## src/verilog/mmu_pkg.sv

```systemverilog
package mmu_pkg;

    // sv48 geometry
    localparam int levels           = 4;    // page table levels, root is levels-1
    localparam int page_offset_bits = 12;   // 4 KiB base page
    localparam int vpn_bits         = 9;    // vpn slice per level
    localparam int pte_bytes_log2   = 3;    // 8-byte entries
    localparam int vaddr_bits       = page_offset_bits + levels * vpn_bits;  // 48

    // tlb geometry
    localparam int tlb_entries  = 4;
    localparam int tlb_idx_bits = $clog2(tlb_entries);

    // walker fsm encoding
    localparam logic [1:0] walk_idle     = 2'd0;
    localparam logic [1:0] walk_fetching = 2'd1;  // one level per cache round trip
    localparam logic [1:0] walk_done     = 2'd2;

    // low byte of a pte, DAGUXWRV from msb to lsb
    typedef struct packed {
        logic dirty;     // not updated by this design
        logic accessed;  // not updated either
        logic glob;
        logic usermode;
        logic exec;
        logic write;
        logic read;
        logic valid;
    } tlb_perm_bits;

    // same 64-bit word, read as a leaf or as a pointer depending on r/w/x
    typedef union packed {
        struct packed {
            logic [8:0]   reserved;
            logic [17:0]  ppn3;     // always taken from the pte
            logic [8:0]   ppn2;     // these three may be replaced by vpn bits on superpages
            logic [8:0]   ppn1;
            logic [8:0]   ppn0;
            logic [1:0]   rsw;
            tlb_perm_bits perms;
        } leaf;
        struct packed {
            logic [9:0]   reserved;
            logic [43:0]  ppn;      // next table, page aligned
            logic [1:0]   rsw;
            tlb_perm_bits perms;    // r/w/x all zero for a pointer
        } ptr;
    } pte_t;

endpackage
```

## src/verilog/sv48_mmu_top.sv

```systemverilog
module sv48_mmu_top
    import mmu_pkg::*;
(
    input  logic         clk,
    input  logic         reset,
    input  logic         flush,
    input  logic [63:0]  root_pt_addr,

    // instruction side
    input  logic         i_lookup_valid,
    input  logic [63:0]  i_lookup_vaddr,
    output logic         i_busy,
    output logic         i_xlate_valid,
    output logic [63:0]  i_xlate_paddr,
    output tlb_perm_bits i_xlate_perms,
    output logic         i_xlate_fault,

    // data side
    input  logic         d_lookup_valid,
    input  logic [63:0]  d_lookup_vaddr,
    output logic         d_busy,
    output logic         d_xlate_valid,
    output logic [63:0]  d_xlate_paddr,
    output tlb_perm_bits d_xlate_perms,
    output logic         d_xlate_fault,

    // core loads through the shared port
    input  logic         core_req_valid,
    input  logic [63:0]  core_req_addr,
    output logic         core_resp_valid,
    output logic [63:0]  core_resp_data,
    output logic         core_stall,

    // data cache
    output logic         dcache_req_valid,
    output logic [63:0]  dcache_req_addr,
    input  logic         dcache_resp_valid,
    input  logic [63:0]  dcache_resp_data
);

    logic         i_walk_req_valid, d_walk_req_valid;
    logic [63:0]  i_walk_req_vaddr, d_walk_req_vaddr;
    logic         walk_resp0_valid, walk_resp1_valid;
    logic [63:0]  walk_resp_paddr;
    tlb_perm_bits walk_resp_perms;
    logic         walk_resp_fault;
    logic         use_dcache;
    logic         walk_dc_req_valid, walk_dc_resp_valid;
    logic [63:0]  walk_dc_req_addr, walk_dc_resp_data;

    tlb itlb (
        .clk, .reset, .flush,
        .lookup_valid    (i_lookup_valid),
        .lookup_vaddr    (i_lookup_vaddr),
        .busy            (i_busy),
        .xlate_valid     (i_xlate_valid),
        .xlate_paddr     (i_xlate_paddr),
        .xlate_perms     (i_xlate_perms),
        .xlate_fault     (i_xlate_fault),
        .walk_req_valid  (i_walk_req_valid),
        .walk_req_vaddr  (i_walk_req_vaddr),
        .walk_resp_valid (walk_resp0_valid),  // port 0 of the walker
        .walk_resp_paddr (walk_resp_paddr),
        .walk_resp_perms (walk_resp_perms),
        .walk_resp_fault (walk_resp_fault)
    );

    tlb dtlb (
        .clk, .reset, .flush,
        .lookup_valid    (d_lookup_valid),
        .lookup_vaddr    (d_lookup_vaddr),
        .busy            (d_busy),
        .xlate_valid     (d_xlate_valid),
        .xlate_paddr     (d_xlate_paddr),
        .xlate_perms     (d_xlate_perms),
        .xlate_fault     (d_xlate_fault),
        .walk_req_valid  (d_walk_req_valid),
        .walk_req_vaddr  (d_walk_req_vaddr),
        .walk_resp_valid (walk_resp1_valid),
        .walk_resp_paddr (walk_resp_paddr),
        .walk_resp_perms (walk_resp_perms),
        .walk_resp_fault (walk_resp_fault)
    );

    page_table_walker ptw (
        .clk, .reset,
        .req0_vaddr        (i_walk_req_vaddr),
        .req0_valid        (i_walk_req_valid),
        .req1_vaddr        (d_walk_req_vaddr),
        .req1_valid        (d_walk_req_valid),
        .resp_paddr        (walk_resp_paddr),
        .resp_perms        (walk_resp_perms),
        .resp_fault        (walk_resp_fault),
        .resp0_valid       (walk_resp0_valid),
        .resp1_valid       (walk_resp1_valid),
        .use_dcache        (use_dcache),
        .dcache_req_valid  (walk_dc_req_valid),
        .dcache_req_addr   (walk_dc_req_addr),
        .dcache_resp_valid (walk_dc_resp_valid),
        .dcache_resp_data  (walk_dc_resp_data),
        .root_pt_addr      (root_pt_addr)
    );

    dcache_port_mux dc_mux (
        .clk, .reset,
        .use_dcache        (use_dcache),
        .walk_req_valid    (walk_dc_req_valid),
        .walk_req_addr     (walk_dc_req_addr),
        .walk_resp_valid   (walk_dc_resp_valid),
        .walk_resp_data    (walk_dc_resp_data),
        .core_req_valid    (core_req_valid),
        .core_req_addr     (core_req_addr),
        .core_resp_valid   (core_resp_valid),
        .core_resp_data    (core_resp_data),
        .core_stall        (core_stall),
        .dcache_req_valid  (dcache_req_valid),
        .dcache_req_addr   (dcache_req_addr),
        .dcache_resp_valid (dcache_resp_valid),
        .dcache_resp_data  (dcache_resp_data)
    );

endmodule

```

## src/verilog/dcache_port_mux.sv

```systemverilog
module dcache_port_mux (
    input  logic         clk,
    input  logic         reset,

    // walker side
    input  logic         use_dcache,       // walker owns the port while high
    input  logic         walk_req_valid,
    input  logic [63:0]  walk_req_addr,
    output logic         walk_resp_valid,
    output logic [63:0]  walk_resp_data,

    // core load side
    input  logic         core_req_valid,
    input  logic [63:0]  core_req_addr,
    output logic         core_resp_valid,
    output logic [63:0]  core_resp_data,
    output logic         core_stall,       // core request dropped, retry later

    // to the data cache
    output logic         dcache_req_valid,
    output logic [63:0]  dcache_req_addr,
    input  logic         dcache_resp_valid,
    input  logic [63:0]  dcache_resp_data
);

    logic owner_walk;  // owner of the last accepted request

    // request steering, walker has the port whenever it asks
    assign core_stall       = use_dcache;
    assign dcache_req_valid = use_dcache ? walk_req_valid : core_req_valid;
    assign dcache_req_addr  = use_dcache ? walk_req_addr  : core_req_addr;

    always_ff @(posedge clk) begin
        if (reset)
            owner_walk <= 1'b0;
        else if (dcache_req_valid)
            owner_walk <= use_dcache;
    end

    // response goes to whoever issued it, even if ownership moved since
    assign walk_resp_valid = dcache_resp_valid && owner_walk;
    assign core_resp_valid = dcache_resp_valid && !owner_walk;
    assign walk_resp_data  = dcache_resp_data;
    assign core_resp_data  = dcache_resp_data;

endmodule

```

## src/verilog/tlb.sv

```systemverilog
module tlb
    import mmu_pkg::*;
(
    input  logic         clk,
    input  logic         reset,
    input  logic         flush,          // drops every entry

    // core side
    input  logic         lookup_valid,   // only while busy is low
    input  logic [63:0]  lookup_vaddr,
    output logic         busy,
    output logic         xlate_valid,
    output logic [63:0]  xlate_paddr,
    output tlb_perm_bits xlate_perms,
    output logic         xlate_fault,

    // walker side
    output logic         walk_req_valid, // held until the walker answers
    output logic [63:0]  walk_req_vaddr,
    input  logic         walk_resp_valid,
    input  logic [63:0]  walk_resp_paddr,
    input  tlb_perm_bits walk_resp_perms,
    input  logic         walk_resp_fault
);

    // entry storage, superpages land here as the 4 KiB page that was touched
    logic [vaddr_bits-page_offset_bits-1:0] tag_q  [tlb_entries];
    logic [63-page_offset_bits:0]           ppn_q  [tlb_entries];
    tlb_perm_bits                           perm_q [tlb_entries];
    logic [tlb_entries-1:0]                 valid_q;

    logic [tlb_idx_bits-1:0]                rr_ptr;    // next victim
    logic [tlb_idx_bits-1:0]                hit_idx;
    logic                                   hit;
    logic                                   pending;   // miss outstanding at the walker
    logic [vaddr_bits-page_offset_bits-1:0] lookup_vpn;
    logic [vaddr_bits-page_offset_bits-1:0] pend_vpn;

    assign lookup_vpn = lookup_vaddr[vaddr_bits-1:page_offset_bits];
    assign pend_vpn   = walk_req_vaddr[vaddr_bits-1:page_offset_bits];

    // fully associative compare
    always_comb begin
        hit     = 1'b0;
        hit_idx = '0;
        for (int i = 0; i < tlb_entries; i++) begin
            if (valid_q[i] && tag_q[i] == lookup_vpn) begin
                hit     = 1'b1;
                hit_idx = tlb_idx_bits'(i);
            end
        end
    end

    // a miss is both the core's busy and the walker's request
    assign busy           = pending;
    assign walk_req_valid = pending;

    // control
    always_ff @(posedge clk) begin
        if (reset) begin
            valid_q     <= '0;
            rr_ptr      <= '0;
            pending     <= 1'b0;
            xlate_valid <= 1'b0;
        end else begin
            xlate_valid <= 1'b0;
            if (pending) begin
                if (walk_resp_valid) begin
                    pending     <= 1'b0;
                    xlate_valid <= 1'b1;  // one cycle after the walker pulse
                    if (!walk_resp_fault) begin  // faults are never cached
                        valid_q[rr_ptr] <= 1'b1;
                        rr_ptr          <= rr_ptr + 1'b1;
                    end
                end
            end else if (lookup_valid) begin
                if (hit)
                    xlate_valid <= 1'b1;
                else
                    pending <= 1'b1;
            end
            if (flush)
                valid_q <= '0;  // wins over a refill in the same cycle
        end
    end

    // entries and response payload
    always_ff @(posedge clk) begin
        if (!pending && lookup_valid) begin
            walk_req_vaddr <= lookup_vaddr;  // only read on a miss
            xlate_paddr    <= {ppn_q[hit_idx], lookup_vaddr[page_offset_bits-1:0]};
            xlate_perms    <= perm_q[hit_idx];
            xlate_fault    <= 1'b0;
        end
        if (pending && walk_resp_valid) begin
            tag_q[rr_ptr]  <= pend_vpn;
            ppn_q[rr_ptr]  <= walk_resp_paddr[63:page_offset_bits];
            perm_q[rr_ptr] <= walk_resp_perms;
            xlate_paddr    <= {walk_resp_paddr[63:page_offset_bits],
                               walk_req_vaddr[page_offset_bits-1:0]};
            xlate_perms    <= walk_resp_perms;
            xlate_fault    <= walk_resp_fault;
        end
    end

endmodule

```

## src/verilog/page_table_walker.sv

```systemverilog
module page_table_walker
    import mmu_pkg::*;
(
    input  logic         clk,
    input  logic         reset,

    // two request ports, 0 is the instruction tlb
    input  logic [63:0]  req0_vaddr,
    input  logic         req0_valid,
    input  logic [63:0]  req1_vaddr,
    input  logic         req1_valid,

    // shared response, valid per port
    output logic [63:0]  resp_paddr,     // page aligned, offset added by the tlb
    output tlb_perm_bits resp_perms,
    output logic         resp_fault,
    output logic         resp0_valid,
    output logic         resp1_valid,

    // data cache side, physical mode while walking
    output logic         use_dcache,
    output logic         dcache_req_valid,
    output logic [63:0]  dcache_req_addr,
    input  logic         dcache_resp_valid,
    input  logic [63:0]  dcache_resp_data,

    input  logic [63:0]  root_pt_addr
);

    logic [1:0]                state;
    logic                      cur_port;      // 0 serving port 0, 1 serving port 1
    logic                      issue;         // first cycle of a level's fetch
    logic [63:0]               xlate_vaddr;   // address being translated
    logic [63:0]               cur_pt_addr;   // table base at the current level
    logic [$clog2(levels)-1:0] cur_level;     // levels-1 at root, 0 at the last level
    pte_t                      resp_pte;      // entry coming back from the cache
    pte_t                      leaf_pte;      // kept for address assembly in done
    logic                      fault_r;

    logic [vpn_bits-1:0] vaddr_vpn [levels];
    logic [vpn_bits-1:0] cur_vpn;
    logic [vpn_bits-1:0] final_ppn [levels-1];
    logic                is_pointer;
    logic                bad_entry;
    logic                misaligned;

    // lower ppn fields of the leaf view, index 0 is ppn0
    function automatic logic [vpn_bits-1:0] leaf_ppn(input pte_t pte, input int idx);
        logic [vpn_bits-1:0] f;
        case (idx)
            0:       f = pte.leaf.ppn0;
            1:       f = pte.leaf.ppn1;
            default: f = pte.leaf.ppn2;
        endcase
        return f;
    endfunction

    always_comb begin
        for (int i = 0; i < levels; i++) begin
            vaddr_vpn[i] = xlate_vaddr[page_offset_bits + i * vpn_bits +: vpn_bits];
        end
    end
    assign cur_vpn = vaddr_vpn[cur_level];

    // decode of the returning entry
    assign resp_pte   = dcache_resp_data;
    assign is_pointer = !(resp_pte.leaf.perms.read || resp_pte.leaf.perms.write ||
                          resp_pte.leaf.perms.exec);
    assign bad_entry  = !resp_pte.leaf.perms.valid ||
                        (resp_pte.leaf.perms.write && !resp_pte.leaf.perms.read);

    // a superpage leaf must have zeros in every ppn field below its level
    always_comb begin
        misaligned = 1'b0;
        for (int i = 0; i < levels - 1; i++) begin
            if (i < int'(cur_level) && leaf_ppn(resp_pte, i) != '0)
                misaligned = 1'b1;
        end
    end

    // cache port: table base plus vpn*8
    assign use_dcache       = (state != walk_idle);
    assign dcache_req_valid = (state == walk_fetching) && issue;
    assign dcache_req_addr  = {cur_pt_addr[63:page_offset_bits], cur_vpn,
                               {pte_bytes_log2{1'b0}}};

    // superpage levels keep the vpn bits as part of the offset
    always_comb begin
        for (int i = 0; i < levels - 1; i++) begin
            final_ppn[i] = (i < int'(cur_level)) ? vaddr_vpn[i] : leaf_ppn(leaf_pte, i);
        end
    end
    assign resp_paddr  = 64'({leaf_pte.leaf.ppn3, final_ppn[2], final_ppn[1], final_ppn[0],
                              {page_offset_bits{1'b0}}});
    assign resp_perms  = leaf_pte.leaf.perms;
    assign resp_fault  = fault_r;
    assign resp0_valid = (state == walk_done) && !cur_port;
    assign resp1_valid = (state == walk_done) && cur_port;

    // fsm
    always_ff @(posedge clk) begin
        if (reset) begin
            state    <= walk_idle;
            issue    <= 1'b0;
            cur_port <= 1'b0;
        end else begin
            issue <= 1'b0;  // one-cycle strobe
            case (state)
                walk_idle: begin
                    if (req0_valid || req1_valid) begin
                        state    <= walk_fetching;
                        issue    <= 1'b1;
                        cur_port <= !req0_valid;  // port 0 wins ties
                    end
                end
                walk_fetching: begin
                    if (dcache_resp_valid) begin
                        if (bad_entry || !is_pointer || cur_level == '0)
                            state <= walk_done;   // leaf, fault, or fell off the table
                        else
                            issue <= 1'b1;        // next level
                    end
                end
                walk_done: state <= walk_idle;
                default:   state <= walk_idle;
            endcase
        end
    end

    // walk payload
    always_ff @(posedge clk) begin
        if (state == walk_idle && (req0_valid || req1_valid)) begin
            xlate_vaddr <= req0_valid ? req0_vaddr : req1_vaddr;
            cur_level   <= ($clog2(levels))'(levels - 1);
            cur_pt_addr <= root_pt_addr;
        end
        if (state == walk_fetching && dcache_resp_valid) begin
            leaf_pte <= resp_pte;
            fault_r  <= bad_entry || (is_pointer && cur_level == '0) ||
                        (!is_pointer && misaligned);
            if (!bad_entry && is_pointer && cur_level != '0) begin
                cur_pt_addr <= {8'b0, resp_pte.ptr.ppn, {page_offset_bits{1'b0}}};
                cur_level   <= cur_level - 1'b1;
            end
        end
    end

endmodule

```

## config.mk

```make
export PLATFORM = sky130hd
export DESIGN_NAME = sv48_mmu_top
export DESIGN_NICKNAME = d
export VERILOG_FILES = /design/src/verilog/mmu_pkg.sv /design/src/verilog/sv48_mmu_top.sv /design/src/verilog/dcache_port_mux.sv /design/src/verilog/tlb.sv /design/src/verilog/page_table_walker.sv
export SDC_FILE = /design/constraint.sdc
export NUM_CORES = 1
export LEC_CHECK = 0
export ABC_CLOCK_PERIOD_IN_PS = 4700
export BUFFER_PORTS_ARGS = -buffer_cell sky130_fd_sc_hd__buf_2
export CAP_MARGIN = 10
export CORE_MARGIN = 1.5
export CORE_UTILIZATION = 50
export CTS_BUF_LIST = sky130_fd_sc_hd__clkbuf_4
export CTS_CLUSTER_SIZE = 8
export DETAILED_ROUTE_END_ITERATION = 12
export PLACE_DENSITY = 0.7
export SYNTH_ARGS = -nofsm -noshare
export SYNTH_HDL_FRONTEND = slang
export SYNTH_HIERARCHICAL = 1
export SYNTH_SLANG_ARGS = --single-unit
```

## constraint.sdc

```tcl
create_clock -name clk -period 4.7 [get_ports clk]
set_input_delay 0.705 -clock clk [delete_from_list [all_inputs] [get_ports clk]]
set_output_delay 0.705 -clock clk [all_outputs]
set_load 0.01 [all_outputs]
```

==> impl_metrics.csv <==
group,metric,value,unit
global_routing,grt-ovfl-total,0,
drt,drt-wirelength-per-cell,25.2,um
power_and_ir_drop,p_sw_share,23.5,%
drt,route.detailed.drc,0,
timing,tns,0,ns
power_and_ir_drop,ir_worst_vdd,0.242,mV
timing,max_freq,0.249,GHz
placed_design,placed_cells_incl_taps,4669,
timing,fin_hold_ws,0.198,ns
cts,insertion_delay,1.13,ns
global_routing,grt_pass1_wl,196000,um
floorplan,fp.dieH,314,um
global_routing,grt_max_degree,121,
power_and_ir_drop,power.switching,0.00520,W
floorplan,row_count,113,
worst_setup_path,end_kind,"output pin",
worst_setup_path,path_cells,"nor2_1, inv_4, buf_4, mux2_4, buf_2",
worst_setup_path,startpoint_type,"register",
floorplan,pin_count,608,
timing,final_hold_viol_count,0,
cts,cts_max_level,5,
finish,layout-drive-gt1-share,29.9,%
worst_hold_path,hp-class,"in -> reg",
timing,slew_headroom,27.3,%
worst_setup_path,arrival,3.30,ns
timing,drv_slew,0,
cts,postCtsSetupRepairBufs,0,
drt,routed_via_density,5.65,
power_and_ir_drop,power,0.0222,W
timing,skew,0.125,ns
worst_setup_path,worst_ep_required_time,3.99,ns
synth,syn_area_per_cell,15.5,sq um
timing,timing.final.ws_setup,0.691,ns
floorplan,dieArea,98300,sq um
power_and_ir_drop,p_int,0.0170,W
timing,setup_viol,0,
power_and_ir_drop,clock_power_share,38.6,%
finish,finalNonFillerCells,5440,
floorplan,start_util,50.6,%
worst_setup_path,crit_buf_inv,3,
power_and_ir_drop,power_density,387,nW/um^2
cts,cts.sinks,1175,
worst_setup_path,path_class,"reg -> out",
finish,fillCellCount,7244,
synth,netlist_instances,3113,
finish,final_nets,4300,
global_routing,antenna_found_initial,14,
synth,yosysWarnings,6,
power_and_ir_drop,combPwrFrac,7.4,%
timing,period_share,85.3,%
timing,rsz0062_at_grt,"false",
finish,syn2layout_area_growth,18.9,%
cts,numCtsBuffers,318,
cts,cts_tree,"done",
global_routing,grtUsageTotal,27.4,%
worst_setup_path,critPathMaxStageDelay,0.67,ns
power_and_ir_drop,power.leakage,21.0,nW
cts,root_buffer,"clkbuf_4",
placed_design,post-dp-hpwl,86800,um
worst_setup_path,cp-startpoint,"ptw/state[0]",
power_and_ir_drop,seqPwrFrac,54.1,%
placed_design,place_congestion,0.882,
job,drv_cap,0,
floorplan,die_width,314,um
worst_setup_path,timing.rr.start,"ptw/cur_level[0]",
timing,tightest_slew,1.08,ns
drt,drt_iter0_drc,3129,
global_routing,grt_pass1_vias,30300,
drt,dr_total_vias,30700,
timing,min_period,4.01,ns
cts,cts_buffer_depth,4,
run_status,status,"finished clean",
worst_hold_path,hp-start,"d_lookup_valid",
drt,first_pass_iters,5,
cts,path_clk_slew,0.06,ns
worst_setup_path,cp_top_family,"buffers and inverters",
placed_design,io_buffers,541,
placed_design,place_ws,0.949,ns
synth,synthesis.area,48200,sq um
drt,antenna_left,0,
cts,cts-resized-gates,0,
drt,wirelength,137000,um
worst_setup_path,crit_slowest_cell,"inv_4",
worst_setup_path,path_max_fanout,52,
floorplan,coreArea,95300,sq um
worst min-delay path: cells and delay by family:
family | cells | cell delay [ns]
AO/OA/AOI/OAI | 1 | 0.17
AND/OR/NAND/NOR | 2 | 0.18
buffers and inverters | 1 | 0.12
layer usage:
metal,vias to the layer above,part of all wire (%),GRT usage [%]
met3,286,9.4,6.19
met2,1722,48,43.4
li1,13500,-,-
met5,-,0.053,0
met1,15200,39,36.4
met4,12,3.3,12.1
cell type report:
class | count | area [sq um] | share of cell area, %
multi-input combinational | 1625 | 11800 | 20.6
sequential | 1175 | 34500 | 60.2
clock buffer | 445 | 3340 | 5.82
clock inverter | 83 | 420 | 0.733
antenna | 5 | 12.5 | 0.0218
timing repair buffer | 820 | 5570 | 9.71
inverter | 22 | 86.3 | 0.150
tap | 1265 | 1580 | 2.76
registers in the layout (all words and copies together) (netlist names), 48 cells and up:
signal               flops
dtlb/tag_q             144
dtlb/xlate_paddr        64
ptw/leaf_pte            53
ptw/cur_pt_addr         52
itlb/xlate_paddr        64
dtlb/walk_req_vaddr     48
itlb/tag_q             144
itlb/walk_req_vaddr     48
dtlb/ppn_q             208
itlb/ppn_q             208
layout by cell type (no fill, tap or decap), types with 17 or more instances in the layout:
cell type,instances
edfxtp_1,1100
buf_2,541
clkbuf_4,445
nand2_1,351
dlygate4sd3_1,238
nor2_1,183
xnor2_1,144
xor2_1,138
mux2i_1,120
o22a_1,120
o311ai_0,116
mux2_2,111
dfxtp_1,74
clkinv_1,61
nor4_1,55
a31oi_1,46
mux2_4,40
nand4_1,40
a21oi_1,31
buf_4,27
nor3_1,20
inv_1,17
power groups by stage:
stage	clock, W	combinational, W	sequential, W
floorplan	0	0.000779	0.0121
global placement	0	0.00135	0.0122
detailed placement	0	0.00136	0.0122
CTS	0.00878	0.00160	0.0120
global route	0.00929	0.00173	0.0120
finish	0.00855	0.00164	0.0120
per-stage QoR:
step / utilization, % / cell area, sq um
after floorplan: - / 48300
after global placement: 53.7 / 51200
after detailed placement: 53.7 / 51200
after CTS: 60.2 / 57400
after global routing: 60.2 / 57400
final: 60.2 / 57400
path summary, 6_finish.rpt:
check,end,slack (ns),cells after the start
setup / recovery,dcache_req_addr[43],0.69,5
hold / removal,dtlb/busy,0.20,4
setup reg to reg,ptw/cur_pt_addr[44],0.89,7
hold reg to reg,ptw/cur_pt_addr[63],0.48,2
repair_timing:
| item | CTS | global route |
|---|---|---|
| endpoints found under the setup margin | 0 | 0 |
| endpoints found under the hold margin | 240 | 0 |
| hold buffers | 238 | 0 |
No activity file was read; power rests on OpenSTA's default activity.
